## src/verilog/soc_pkg.sv

```systemverilog
package soc_pkg;

	// bus opcodes; rdwr returns the old value and writes the new one
	typedef enum logic [1:0] {
		op_nop  = 2'd0,
		op_wr   = 2'd1,
		op_rd   = 2'd2,
		op_rdwr = 2'd3
	} pi1_op_t;

	localparam int arch_bitsz = 32;
	localparam int addr_bitsz = 30;
	localparam int sel_bitsz  = arch_bitsz / 8;

	// slave indices, laid out back to back from word 0 in this order
	localparam int          slave_count = 4;
	localparam logic [1:0]  s_devtbl    = 2'd0;
	localparam logic [1:0]  s_gpio      = 2'd1;
	localparam logic [1:0]  s_intctrl   = 2'd2;
	localparam logic [1:0]  s_invalid   = 2'd3;

	// every slave window has the same size in words
	localparam int map_sz_words  = 1024;
	localparam int map_off_bitsz = $clog2(map_sz_words);

	localparam logic [15:0] dev_id_devtbl  = 16'd7;
	localparam logic [15:0] dev_id_gpio    = 16'd6;
	localparam logic [15:0] dev_id_intctrl = 16'd3;
	localparam logic [15:0] dev_id_invalid = 16'd0;
	localparam logic [15:0] soc_id         = 16'd3;

	// interrupt sources, lower index wins arbitration
	localparam int int_src_gpio  = 0;
	localparam int int_src_ext   = 1;
	localparam int int_src_count = 2;

	localparam int gpio_count = 8;

endpackage
```

## src/verilog/soc_top.sv

```systemverilog
`timescale 1ns/1ps

module soc_top import soc_pkg::*; #(
	parameter int rst_cntr_bitsz = 16
) (
	input  logic                  clk100mhz,
	input  logic                  rst_p,
	input  pi1_op_t               pi1_op_i,
	input  logic [addr_bitsz-1:0] pi1_addr_i,
	input  logic [arch_bitsz-1:0] pi1_data_i,
	input  logic [sel_bitsz-1:0]  pi1_sel_i,
	output logic [arch_bitsz-1:0] pi1_data_o,
	output logic                  pi1_rdy_o,
	input  logic [gpio_count-1:0] gp_i,
	output logic [gpio_count-1:0] gp_o,
	input  logic                  ext_irq_i,
	output logic                  ext_irq_ack_o,
	output logic                  intrqst_o,
	input  logic                  intrdy_i,
	output logic                  sys_rst_o
);
	// router to slave side, one entry per mapped slave
	pi1_op_t                  s_op   [slave_count-1];
	logic [map_off_bitsz-1:0] s_addr [slave_count-1];
	logic [arch_bitsz-1:0]    s_wdat [slave_count-1];
	logic [sel_bitsz-1:0]     s_sel  [slave_count-1];
	logic [arch_bitsz-1:0]    s_rdat [slave_count-1];
	logic                     s_rdy  [slave_count-1];

	logic                     sw_rst0;
	logic                     sw_rst1;
	logic [int_src_count-1:0] irq_rqst;
	logic [int_src_count-1:0] irq_rdy;

	// the external line goes straight to its arbiter slot
	assign irq_rqst[int_src_ext] = ext_irq_i;
	assign ext_irq_ack_o         = irq_rdy[int_src_ext];

	soc_reset #(
		.rst_cntr_bitsz (rst_cntr_bitsz)
	) u_reset (
		.clk100mhz (clk100mhz),
		.rst_p     (rst_p),
		.rst0_i    (sw_rst0),
		.rst1_i    (sw_rst1),
		.sys_rst_o (sys_rst_o)
	);

	pi1_router u_router (
		.clk100mhz  (clk100mhz),
		.rst_i      (sys_rst_o),
		.pi1_op_i   (pi1_op_i),
		.pi1_addr_i (pi1_addr_i),
		.pi1_data_i (pi1_data_i),
		.pi1_sel_i  (pi1_sel_i),
		.pi1_data_o (pi1_data_o),
		.pi1_rdy_o  (pi1_rdy_o),
		.s_op_o     (s_op),
		.s_addr_o   (s_addr),
		.s_data_o   (s_wdat),
		.s_sel_o    (s_sel),
		.s_data_i   (s_rdat),
		.s_rdy_i    (s_rdy)
	);

	dev_table u_dev_table (
		.clk100mhz (clk100mhz),
		.rst_i     (sys_rst_o),
		.op_i      (s_op[s_devtbl]),
		.addr_i    (s_addr[s_devtbl]),
		.data_i    (s_wdat[s_devtbl]),
		.sel_i     (s_sel[s_devtbl]),
		.data_o    (s_rdat[s_devtbl]),
		.rdy_o     (s_rdy[s_devtbl]),
		.rst0_o    (sw_rst0),
		.rst1_o    (sw_rst1)
	);

	gpio_ctrl u_gpio (
		.clk100mhz (clk100mhz),
		.rst_i     (sys_rst_o),
		.op_i      (s_op[s_gpio]),
		.addr_i    (s_addr[s_gpio]),
		.data_i    (s_wdat[s_gpio]),
		.sel_i     (s_sel[s_gpio]),
		.data_o    (s_rdat[s_gpio]),
		.rdy_o     (s_rdy[s_gpio]),
		.gp_i      (gp_i),
		.gp_o      (gp_o),
		.intrqst_o (irq_rqst[int_src_gpio]),
		.intrdy_i  (irq_rdy[int_src_gpio])
	);

	int_ctrl u_int_ctrl (
		.clk100mhz  (clk100mhz),
		.rst_i      (sys_rst_o),
		.op_i       (s_op[s_intctrl]),
		.addr_i     (s_addr[s_intctrl]),
		.data_i     (s_wdat[s_intctrl]),
		.sel_i      (s_sel[s_intctrl]),
		.data_o     (s_rdat[s_intctrl]),
		.rdy_o      (s_rdy[s_intctrl]),
		.src_rqst_i (irq_rqst),
		.src_rdy_o  (irq_rdy),
		.intrqst_o  (intrqst_o),
		.intrdy_i   (intrdy_i)
	);

endmodule

```

## src/verilog/int_ctrl.sv

```systemverilog
`timescale 1ns/1ps

module int_ctrl import soc_pkg::*; (
	input  logic                     clk100mhz,
	input  logic                     rst_i,
	input  pi1_op_t                  op_i,
	input  logic [map_off_bitsz-1:0] addr_i,
	input  logic [arch_bitsz-1:0]    data_i,
	input  logic [sel_bitsz-1:0]     sel_i,
	output logic [arch_bitsz-1:0]    data_o,
	output logic                     rdy_o,
	input  logic [int_src_count-1:0] src_rqst_i,
	output logic [int_src_count-1:0] src_rdy_o,
	output logic                     intrqst_o,
	input  logic                     intrdy_i
);
	localparam int src_bitsz = $clog2(int_src_count);

	typedef enum logic [1:0] {
		st_idle,
		st_rqst,
		st_gap
	} ic_state_t;

	ic_state_t              state_q;
	logic [int_src_count-1:0] en_q;
	logic [src_bitsz-1:0]   last_src_q;
	logic [int_src_count-1:0] pending;
	logic [src_bitsz-1:0]   best;
	logic                   wr_en;
	logic [arch_bitsz-1:0]  rd_val;

	assign wr_en = ((op_i == op_wr) || (op_i == op_rdwr)) && sel_i[0];

	// lowest enabled pending source
	always_comb begin
		pending = src_rqst_i & en_q;
		best    = '0;
		for (int i = int_src_count - 1; i >= 0; i--) begin
			if (pending[i]) begin
				best = src_bitsz'(i);
			end
		end
	end

	always_comb begin
		case (addr_i)
			0:       rd_val = arch_bitsz'(last_src_q);
			1:       rd_val = arch_bitsz'(en_q);
			default: rd_val = '0;
		endcase
	end

	assign intrqst_o = (state_q == st_rqst);

	always_ff @(posedge clk100mhz) begin
		if (rst_i) begin
			state_q    <= st_idle;
			en_q       <= '0;
			last_src_q <= '0;
			src_rdy_o  <= '0;
			rdy_o      <= 1'b0;
		end else begin
			rdy_o     <= (op_i != op_nop);
			src_rdy_o <= '0;
			if (wr_en && (addr_i == 1)) begin
				en_q <= data_i[int_src_count-1:0];
			end
			case (state_q)
				st_idle: begin
					if (|pending) begin
						state_q <= st_rqst;
					end
				end
				st_rqst: begin
					if (intrdy_i) begin
						state_q <= st_gap;
						if (|pending) begin
							last_src_q      <= best;
							src_rdy_o[best] <= 1'b1;
						end
					end
				end
				// one cycle low so the source can drop its request
				default: state_q <= st_idle;
			endcase
		end
	end

	always_ff @(posedge clk100mhz) begin
		data_o <= rd_val;
	end

endmodule

```

## src/verilog/gpio_ctrl.sv

```systemverilog
`timescale 1ns/1ps

module gpio_ctrl import soc_pkg::*; (
	input  logic                     clk100mhz,
	input  logic                     rst_i,
	input  pi1_op_t                  op_i,
	input  logic [map_off_bitsz-1:0] addr_i,
	input  logic [arch_bitsz-1:0]    data_i,
	input  logic [sel_bitsz-1:0]     sel_i,
	output logic [arch_bitsz-1:0]    data_o,
	output logic                     rdy_o,
	input  logic [gpio_count-1:0]    gp_i,
	output logic [gpio_count-1:0]    gp_o,
	output logic                     intrqst_o,
	input  logic                     intrdy_i
);
	logic                  wr_en;
	logic [gpio_count-1:0] rd_val;
	logic [gpio_count-1:0] changed;
	logic [gpio_count-1:0] sync1_q;
	logic [gpio_count-1:0] sync2_q;
	logic [gpio_count-1:0] prev_q;
	logic [gpio_count-1:0] mask_q;

	assign wr_en = ((op_i == op_wr) || (op_i == op_rdwr)) && sel_i[0];

	always_comb begin
		case (addr_i)
			0:       rd_val = gp_o;
			1:       rd_val = sync2_q;
			2:       rd_val = mask_q;
			default: rd_val = '0;
		endcase
	end

	// two-flop synchronizer, plus one more stage for edge detection
	always_ff @(posedge clk100mhz) begin
		sync1_q <= gp_i;
		sync2_q <= sync1_q;
		prev_q  <= sync2_q;
	end

	assign changed = (sync2_q ^ prev_q) & mask_q;

	always_ff @(posedge clk100mhz) begin
		if (rst_i) begin
			rdy_o     <= 1'b0;
			gp_o      <= '0;
			mask_q    <= '0;
			intrqst_o <= 1'b0;
		end else begin
			rdy_o <= (op_i != op_nop);
			if (wr_en && (addr_i == 0)) begin
				gp_o <= data_i[gpio_count-1:0];
			end
			if (wr_en && (addr_i == 2)) begin
				mask_q <= data_i[gpio_count-1:0];
			end
			// a fresh change wins over the acknowledge
			if (|changed) begin
				intrqst_o <= 1'b1;
			end else if (intrdy_i) begin
				intrqst_o <= 1'b0;
			end
		end
	end

	always_ff @(posedge clk100mhz) begin
		data_o <= {{(arch_bitsz-gpio_count){1'b0}}, rd_val};
	end

endmodule

```

## src/verilog/dev_table.sv

```systemverilog
`timescale 1ns/1ps

module dev_table import soc_pkg::*; (
	input  logic                     clk100mhz,
	input  logic                     rst_i,
	input  pi1_op_t                  op_i,
	input  logic [map_off_bitsz-1:0] addr_i,
	input  logic [arch_bitsz-1:0]    data_i,
	input  logic [sel_bitsz-1:0]     sel_i,
	output logic [arch_bitsz-1:0]    data_o,
	output logic                     rdy_o,
	output logic                     rst0_o,
	output logic                     rst1_o
);
	localparam logic [map_off_bitsz-1:0] soc_id_word = map_off_bitsz'(256);

	logic [15:0]           slot_id;
	logic                  slot_int;
	logic [arch_bitsz-1:0] rd_val;
	logic                  wr_en;

	assign wr_en = ((op_i == op_wr) || (op_i == op_rdwr)) && sel_i[0];

	// two words per slave, id with the interrupt flag first, then the window size
	always_comb begin
		slot_id  = dev_id_invalid;
		slot_int = 1'b0;
		case (addr_i[2:1])
			s_devtbl:  slot_id = dev_id_devtbl;
			s_gpio: begin
				slot_id  = dev_id_gpio;
				slot_int = 1'b1;
			end
			s_intctrl: slot_id = dev_id_intctrl;
			s_invalid: slot_id = dev_id_invalid;
		endcase

		if (addr_i == soc_id_word) begin
			rd_val = {{(arch_bitsz-16){1'b0}}, soc_id};
		end else if (addr_i[map_off_bitsz-1:3] != '0) begin
			rd_val = '0;
		end else if (addr_i[0]) begin
			rd_val = arch_bitsz'(map_sz_words);
		end else begin
			rd_val = {{(arch_bitsz-17){1'b0}}, slot_int, slot_id};
		end
	end

	always_ff @(posedge clk100mhz) begin
		if (rst_i) begin
			rdy_o  <= 1'b0;
			rst0_o <= 1'b0;
			rst1_o <= 1'b0;
		end else begin
			rdy_o  <= (op_i != op_nop);
			rst0_o <= 1'b0;
			rst1_o <= 1'b0;
			// reset request bits only live for one cycle
			if (wr_en && (addr_i == soc_id_word)) begin
				rst0_o <= data_i[0];
				rst1_o <= data_i[1];
			end
		end
	end

	always_ff @(posedge clk100mhz) begin
		data_o <= rd_val;
	end

endmodule

```

## src/verilog/pi1_router.sv

```systemverilog
`timescale 1ns/1ps

module pi1_router import soc_pkg::*; (
	input  logic                     clk100mhz,
	input  logic                     rst_i,
	input  pi1_op_t                  pi1_op_i,
	input  logic [addr_bitsz-1:0]    pi1_addr_i,
	input  logic [arch_bitsz-1:0]    pi1_data_i,
	input  logic [sel_bitsz-1:0]     pi1_sel_i,
	output logic [arch_bitsz-1:0]    pi1_data_o,
	output logic                     pi1_rdy_o,
	output pi1_op_t                  s_op_o   [slave_count-1],
	output logic [map_off_bitsz-1:0] s_addr_o [slave_count-1],
	output logic [arch_bitsz-1:0]    s_data_o [slave_count-1],
	output logic [sel_bitsz-1:0]     s_sel_o  [slave_count-1],
	input  logic [arch_bitsz-1:0]    s_data_i [slave_count-1],
	input  logic                     s_rdy_i  [slave_count-1]
);
	logic [addr_bitsz-map_off_bitsz-1:0] region;
	logic [1:0]                          dec_idx;
	logic                                accept;

	logic                     busy_q;
	pi1_op_t                  fwd_op_q;
	logic [1:0]               fwd_idx_q;
	logic                     inv_rdy_q;
	logic [map_off_bitsz-1:0] fwd_addr_q;
	logic [arch_bitsz-1:0]    fwd_data_q;
	logic [sel_bitsz-1:0]     fwd_sel_q;

	// window number from the upper address bits; anything past the last slave is invalid
	always_comb begin
		region = pi1_addr_i[addr_bitsz-1:map_off_bitsz];
		if (region < (slave_count - 1)) begin
			dec_idx = region[1:0];
		end else begin
			dec_idx = s_invalid;
		end
	end

	assign accept = !busy_q && (pi1_op_i != op_nop);

	always_ff @(posedge clk100mhz) begin
		if (rst_i) begin
			busy_q    <= 1'b0;
			fwd_op_q  <= op_nop;
			fwd_idx_q <= s_invalid;
			inv_rdy_q <= 1'b0;
		end else begin
			// op to the slave is a single-cycle pulse
			fwd_op_q  <= op_nop;
			inv_rdy_q <= (fwd_op_q != op_nop) && (fwd_idx_q == s_invalid);
			if (accept) begin
				busy_q    <= 1'b1;
				fwd_op_q  <= pi1_op_i;
				fwd_idx_q <= dec_idx;
			end else if (pi1_rdy_o) begin
				busy_q <= 1'b0;
			end
		end
	end

	always_ff @(posedge clk100mhz) begin
		if (accept) begin
			fwd_addr_q <= pi1_addr_i[map_off_bitsz-1:0];
			fwd_data_q <= pi1_data_i;
			fwd_sel_q  <= pi1_sel_i;
		end
	end

	always_comb begin
		for (int k = 0; k < slave_count - 1; k++) begin
			if (fwd_idx_q == k) begin
				s_op_o[k] = fwd_op_q;
			end else begin
				s_op_o[k] = op_nop;
			end
			s_addr_o[k] = fwd_addr_q;
			s_data_o[k] = fwd_data_q;
			s_sel_o[k]  = fwd_sel_q;
		end
	end

	// the invalid slave answers with zero data
	always_comb begin
		if (fwd_idx_q == s_invalid) begin
			pi1_data_o = '0;
			pi1_rdy_o  = busy_q && inv_rdy_q;
		end else begin
			pi1_data_o = s_data_i[fwd_idx_q];
			pi1_rdy_o  = busy_q && s_rdy_i[fwd_idx_q];
		end
	end

endmodule

```

## src/verilog/soc_reset.sv

```systemverilog
`timescale 1ns/1ps

module soc_reset #(
	parameter int rst_cntr_bitsz = 16
) (
	input  logic clk100mhz,
	input  logic rst_p,
	input  logic rst0_i,
	input  logic rst1_i,
	output logic sys_rst_o
);
	logic [rst_cntr_bitsz-1:0] rst_cntr_q;
	logic                      pwr_off_q;
	logic                      warm_rqst;
	logic                      pwr_off_rqst;

	// rst1 alone is warm, rst0 with rst1 is cold and handled the same way
	assign warm_rqst    = rst1_i;
	assign pwr_off_rqst = rst0_i && !rst1_i;

	// counts down to zero once the reset source is gone
	always_ff @(posedge clk100mhz) begin
		if (rst_p || warm_rqst) begin
			rst_cntr_q <= '1;
		end else if (rst_cntr_q != '0) begin
			rst_cntr_q <= rst_cntr_q - 1'b1;
		end
	end

	// power-off stays latched until the board reset comes back
	always_ff @(posedge clk100mhz) begin
		if (rst_p) begin
			pwr_off_q <= 1'b0;
		end else if (pwr_off_rqst) begin
			pwr_off_q <= 1'b1;
		end
	end

	assign sys_rst_o = (rst_cntr_q != '0) || pwr_off_q;

endmodule

```

## config.mk

```make
export PLATFORM = sky130hd
export DESIGN_NAME = soc_top
export DESIGN_NICKNAME = d
export VERILOG_FILES = /design/src/verilog/soc_pkg.sv /design/src/verilog/soc_top.sv /design/src/verilog/int_ctrl.sv /design/src/verilog/gpio_ctrl.sv /design/src/verilog/dev_table.sv /design/src/verilog/pi1_router.sv /design/src/verilog/soc_reset.sv
export SDC_FILE = /design/constraint.sdc
export NUM_CORES = 1
export LEC_CHECK = 0
export ABC_CLOCK_PERIOD_IN_PS = 1800
export BUFFER_PORTS_ARGS = -buffer_cell sky130_fd_sc_hd__buf_2
export CAP_MARGIN = 20
export CORE_MARGIN = 2
export CORE_UTILIZATION = 48
export CTS_BUF_LIST = sky130_fd_sc_hd__clkbuf_4 sky130_fd_sc_hd__clkbuf_8
export DETAILED_ROUTE_END_ITERATION = 10
export HOLD_SLACK_MARGIN = 0.12
export MAX_ROUTING_LAYER = met4
export PLACE_DENSITY = 0.89
export SETUP_SLACK_MARGIN = 0.05
export SLEW_MARGIN = 20
export SYNTH_ARGS = -nofsm -noshare
export SYNTH_HDL_FRONTEND = slang
export SYNTH_SLANG_ARGS = --single-unit
```

## constraint.sdc

```tcl
create_clock -name clk100mhz -period 1.8 [get_ports clk100mhz]
set_input_delay 0.09 -clock clk100mhz [delete_from_list [all_inputs] [get_ports clk100mhz]]
set_output_delay 0.09 -clock clk100mhz [all_outputs]
set_load 0.05 [all_outputs]
```

After elaboration in Yosys (flattened, before gate mapping)
Cells that the tools add are included.
W data, S select, Z words.
{ "op_classes": {"muxes": 29, "reduce_logical": 42, "magnitude_cmp": 4, "add_sub_neg": 1, "n_eq_ne": 18, "bitwise": 9} }
{ "op_table": {"columns": ["cell", "n"], "rows": [
  ["$mux W32", 3],
  ["$bmux W32 S2", 1],
  ["$pmux W16 S4", 1],
  ["$pmux W8 S3", 1],
  ["$lt A20 B2 Y1 const B", 1],
  ["$reduce_bool A16 Y1", 1],
  ["$sub A16 B1 Y16 const B", 1],
  ["$eq A2 B2 Y1 const B", 7],
  ["$mux W2", 7],
  ["$reduce_bool A2 Y1", 7],
  ["$logic_and A1 B1 Y1", 13],
  ["$eq A2 B1 Y1 const B", 6],
  ["$mux W1", 11],
  ["$mux W11", 1],
  ["$eq A10 B1 Y1 const B", 1],
  ["$eq A10 B2 Y1 const B", 1],
  ["$eq A10 B9 Y1 const B", 1],
  ["$logic_not A10 Y1", 1],
  ["$and A8 B8 Y8", 1],
  ["$pmux W2 S2", 2],
  ["$reduce_or A2 Y1", 4],
  ["$reduce_or A8 Y1", 1],
  ["$xor A8 B8 Y8", 1],
  ["$reduce_bool A7 Y1", 1],
  ["16 further kinds", 28]
]} }
{ "word_totals": {"out_inout_bits": 44, "wordCells": 132, "ff_bits": 122} }

Longest topological paths before layout
{ "logic_depth": {"ltp_word": 8, "mapped_depth": 8, "depth_no_buf": 7} }

By module
A second synthesis with hierarchy kept.
{ "hier_totals": {"cells_unflattened": 673, "area_unflattened_um2": 6950.4} }
{ "modules_own_cells": {"columns": ["mod", "n_inst", "seq_area_each_um2", "area_per_inst_um2", "cells_per_inst"], "rows": [
  ["pi1_router", 1, 1501.4, 3069.2, 282],
  ["gpio_ctrl", 1, 1001.0, 1835.5, 168],
  ["soc_reset", 1, 340.3, 897.1, 100],
  ["int_ctrl", 1, 200.2, 621.8, 69],
  ["dev_table", 1, 160.2, 526.8, 54]
]} }

Worst setup path after synthesis
No wires, ideal clock.
{ "synth_timing": {"path_kind": "register to output", "from": "reg u_router.fwd_idx_q[0]", "to": "out pi1_data_o[0]", "path_buffers": 1, "path_slack_ns": -0.156, "arrival_ns": 1.866, "path_stages_with_launch": 4, "path_cell_list": "dfxtp_1 buf_1 mux2i_1 o21ai_0"} }
{ "synth_via": {"elab_chain_cells": 5, "word_cells_on_any_way": 6} }
{ "synth_lines": {"columns": ["item", "line", "source"], "rows": [
  ["start: declaration", "pi1_router.sv:25", "logic [1:0] fwd_idx_q;"],
  ["start signal: assignment", "pi1_router.sv:47", "fwd_idx_q <= s_invalid;"],
  ["start signal: assignment", "pi1_router.sv:56", "fwd_idx_q <= dec_idx;"],
  ["$not A2 Y3 (not written as such)", "pi1_router.sv:90", "pi1_data_o = s_data_i[fwd_idx_q];"],
  ["$bmux W32 S2", "pi1_router.sv:90", null],
  ["$mux W32 (not written as such) (2 in series)", "pi1_router.sv:90", null],
  ["$mux W32 (*)", "pi1_router.sv:86", "if (fwd_idx_q == s_invalid) begin"],
  ["end: declaration", "soc_top.sv:12", "output logic [arch_bitsz-1:0] pi1_data_o,"]
]} }
Mark *: on every way between the ends. The rest lies on a longest branch, timed or not. The select of a mux whose other input is x is not followed.

Worst setup path in the final report
{ "layout_timing": {"from": "reg u_reset.rst_cntr_q[0]", "to": "out sys_rst_o"} }
{ "layout_via": {"elab_chain_cells": 2} }
{ "layout_lines": {"columns": ["item", "line", "source"], "rows": [
  ["start: declaration", "soc_reset.sv:12", "logic [rst_cntr_bitsz-1:0] rst_cntr_q;"],
  ["start signal: assignment", "soc_reset.sv:26", "rst_cntr_q <= rst_cntr_q - 1'b1;"],
  ["$reduce_bool A16 Y1", "soc_reset.sv:39", "assign sys_rst_o = (rst_cntr_q != '0) || pwr_off_q;"],
  ["$logic_or A1 B1 Y1", "soc_reset.sv:39", null],
  ["end: declaration", "soc_top.sv:20", "output logic sys_rst_o"]
]} }
Every way passes these cells.

==> impl_metrics.py <==
metrics = {
    "timing": {
        "slew_viol_final": 0,
        "rsz0062_at_grt": "true",
        "period_minus_slack_ns": 1.79,
        "skew_ns": 0.0169,
        "finalWorstSetupSlack_ns": 0.00979,
        "final.setup.tns_ns": 0,
        "fin_crit_sh_pct": 99.5,
        "timing_hold_violations_final": 0,
        "setup_viol": 0,
        "fmax_ghz": 0.559,
    },
    "place": {
        "port_buffers": 74,
        "dp_hpwl_um": 6490,
        "gp_congestion": 0.864,
        "dp_slack_ns": -0.0161,
    },
    "global_route": {
        "grt_antenna_before_repair": 0,
        "grt_pass1_vias": 3504,
        "grt_pass1_wl_um": 16700,
        "grt-ovfl-total": 0,
        "grt_max_degree": 22,
        "grt_usage_pct": 22.6,
    },
    "power_and_ir_drop": {
        "p_leak_nw": 2.48,
        "intPower_w": 0.00326,
        "peakVddDrop_mv": 0.688,
        "pwr-share-clk_pct": 32.6,
        "power.switching_w": 0.00114,
        "power_frac_comb_pct": 8.1,
        "p_sw_share_pct": 25.9,
        "power-per-cell-area_nw_per_um2": 766,
        "p_seq_share_pct": 59.3,
    },
    "worst_setup_path": {
        "cp.arrival_ns": 1.70,
        "critPathTopFamily": "simple AND/OR/NAND/NOR gates",
        "worstSetupEndpointType": "primary output",
        "cp.depth": 7,
        "critical_path.max_stage_delay_ns": 0.34,
        "worstPathCellList": "inv_2 > ha_4 > nor4b_4 > nand4_4 > nor2_4 > inv_6 > buf_12",
        "required_ns": 1.71,
        "crit_slowest_cell": "dfxtp_2",
        "path_class": "reg -> out",
        "crit_buf_inv": 3,
        "path_max_fanout": 3,
        "cp-start-kind": "register",
        "reg2reg_depth": 4,
    },
    "drt": {
        "avgRoutedWirePerCell_um": 16.5,
        "drtPass1Iterations": 5,
        "viasPerCell": 5.38,
        "drtIter0Drc": 232,
        "vias": 3456,
        "ant_nets": 0,
        "drt-total-wl_um": 10600,
        "drc_errors": 0,
    },
    "yosys": {
        "yosysSeqAreaShare_pct": 55.7,
        "yosysTopAreaCell": "dfxtp_1",
        "synth_area_per_cell_um2": 11.5,
        "yosys_most_used_dff": "dfxtp_1",
        "syn-cell-area_um2": 4290,
        "yosys_warnings": 0,
        "synthCells": 375,
        "synth_edf_count": 19,
        "synth_area_leaders": "dfxtp_1 42%, edfxtp_1 13%, mux2i_1 4.7%",
        "synthDominantCellAreaShare_pct": 42.4,
        "ys_async_sr_fraction_pct": 0,
        "ys_seq_elements": 110,
        "synth_cell_types": 62,
    },
    "clock_tree": {
        "root_buffer": "clkbuf_8",
        "path_clk_slew_ns": 0.10,
        "htree_levels": 3,
        "insertion_delay_ns": 0.39,
        "clk_path_buf_depth": 2,
        "cts_buffers": 9,
        "cts_tree": "yes",
        "cts_sinks": 110,
    },
    "floorplan": {
        "core-area_um2": 8680,
        "io_pins": 124,
        "start_util_pct": 49.5,
        "num_rows": 34,
        "dieArea_um2": 9720,
        "die_w_um": 98.6,
        "die_h_um": 98.6,
    },
    "layout": {
        "layout.nets": 612,
        "syn_to_final_growth_pct": 33.8,
        "antenna_cells": 0,
        "utilization_pct": 66.2,
        "drive_gt1_share_pct": 33.3,
    },
    "job": {
        "drv_cap": 0,
    },
    "status": {
        "outcome": "finished, final reports clean",
    },
    "min_path": {
        "holdPathStages": 5,
        "min-delay-path-class": "in -> reg",
    },
}
-- cell type report --
cell class                      count  area (um2)
Multi-Input combinational cell    248        1850
Timing Repair Buffer              156        1150
Clock inverter                      6        62.6
Fill cell                         609        2930
Clock buffer                        9         124
Tap cell                          108         135
Sequential cell                   110        2400
Inverter                            5        23.8
-- registers in the layout, indices dropped and copies added, names as in the netlist, 5 cells and up --
signal,cells
u_dev_table.data_o,5
u_router.fwd_addr_q,10
u_reset.rst_cntr_q,16
u_gpio.prev_q,8
u_gpio.data_o,8
u_gpio.sync2_q,8
u_gpio.gp_o,8
u_gpio.sync1_q,8
u_gpio.mask_q,8
u_router.fwd_data_q,8
-- cells by family (layout without fill, tap and decap cells) --
| logic type | after synthesis | count (layout) | share of synthesized area (%) |
|---|---|---|---|
| fa+ha+maj | 2 | 2 | 0.583 |
| buf+inv | 38 | 176 | 5.68 |
| simple gates | 143 | 143 | 22.1 |
| other cells | 1 | 22 | 0.0873 |
| flops | 110 | 110 | 55.7 |
| xor+xnor | 9 | 9 | 1.84 |
| mux | 21 | 21 | 5.19 |
| compound gates | 51 | 51 | 8.83 |
-- through the flow --
step	cells	cell area, um2	power, W	hold slack [ns]
floorplan	396	4380	0.00286	0.118
global placement	570	4870	0.00292	0.192
detailed placement	570	4870	0.00293	0.194
CTS	640	5650	0.00439	0.312
global route	642	5750	0.00455	0.124
finish	642	5750	0.00440	0.119
-- cells in the mapped netlist (2+ instances only) --
master     n
buf_1      2
a22o_1     2
and3_2     2
o32ai_1    2
nor2_1    31
nor3_2     5
o31ai_1    3
o41ai_1    2
buf_4     22
nor3b_2    4
ha_1       2
or4_1      2
nand4_1    3
nor4_4     3
clkbuf_1   2
nand3_1    9
nand3b_1   2
and3_1     5
a221oi_1   2
a221o_1    8
and2_1    19
xor2_1     8
dfxtp_1   91
nor2b_1    5
and4b_1    3
buf_2      5
nor4_1    10
inv_1      4
mux2i_1   20
a21oi_1   13
edfxtp_1  19
nor3b_1    2
nand2_1   17
nor4b_1    2
o211ai_1   2
o21ai_0   11
nand4_2    2
nor3_1     5
-- placed cells by master, fill, tap and decap left out, drive strengths merged, types with 2 or more instances in the layout --
cell,instances
a22o,2
nor2b,5
conb,22
nor3b,6
dlygate4sd3,44
o31ai,3
xor2,8
clkbuf,11
o211ai,2
ha,2
o21ai,11
nor4b,3
inv,10
nand2,17
and4b,3
a2111oi,2
or4,3
o32ai,2
nor2,32
nand4,6
nor3,11
a21oi,13
dfxtp,91
nor4,13
and2,20
nand3b,2
buf,110
mux2i,20
nand3,9
edfxtp,19
and3,7
o41ai,2
a221o,8
a221oi,2
-- tightest hold or removal path, stage by stage --
cell     delay, ns
buf_2         0.08
nor4_2        0.04
nand4_1       0.11
o32ai_1       0.10
nand2_1       0.06
-- final timing paths --
path	start	endpoint	slack, ns
hold / removal	pi1_addr_i[17]	u_router.fwd_idx_q[1]	0.12
hold reg to reg	u_gpio.sync1_q[0]	u_gpio.sync2_q[0]	0.34
setup reg to reg	u_reset.rst_cntr_q[7]	u_reset.rst_cntr_q[12]	0.02
setup / recovery	u_reset.rst_cntr_q[0]	sys_rst_o	0.01
-- repair_timing --
item,CTS,global route
hold buffers,45,3
pin swaps,6,7
resized for setup,21,20
endpoints found under the setup margin,34,47
setup buffers,10,3
endpoints found under the hold margin,46,1
-- power groups by stage --
stage / registers (W) / clock network (W) / logic, W
detailed placement: 0.00266 / 0 / 0.000261
finish: 0.00261 / 0.00143 / 0.000357
global route: 0.00262 / 0.00156 / 0.000381
global placement: 0.00266 / 0 / 0.000254
floorplan: 0.00266 / 0 / 0.000202
CTS: 0.00261 / 0.00144 / 0.000339
-- layer usage --
layer | vias up | GRT usage, % | share of wire (%)
met1 | 1667 | 23.6 | 39
met2 | 123 | 40.7 | 53
met5 | - | - | 0
met4 | 0 | 7.90 | 2.4
met3 | 29 | 6.31 | 5.3
li1 | 1637 | - | -
Note: power is estimated with default switching activity, not from simulation.
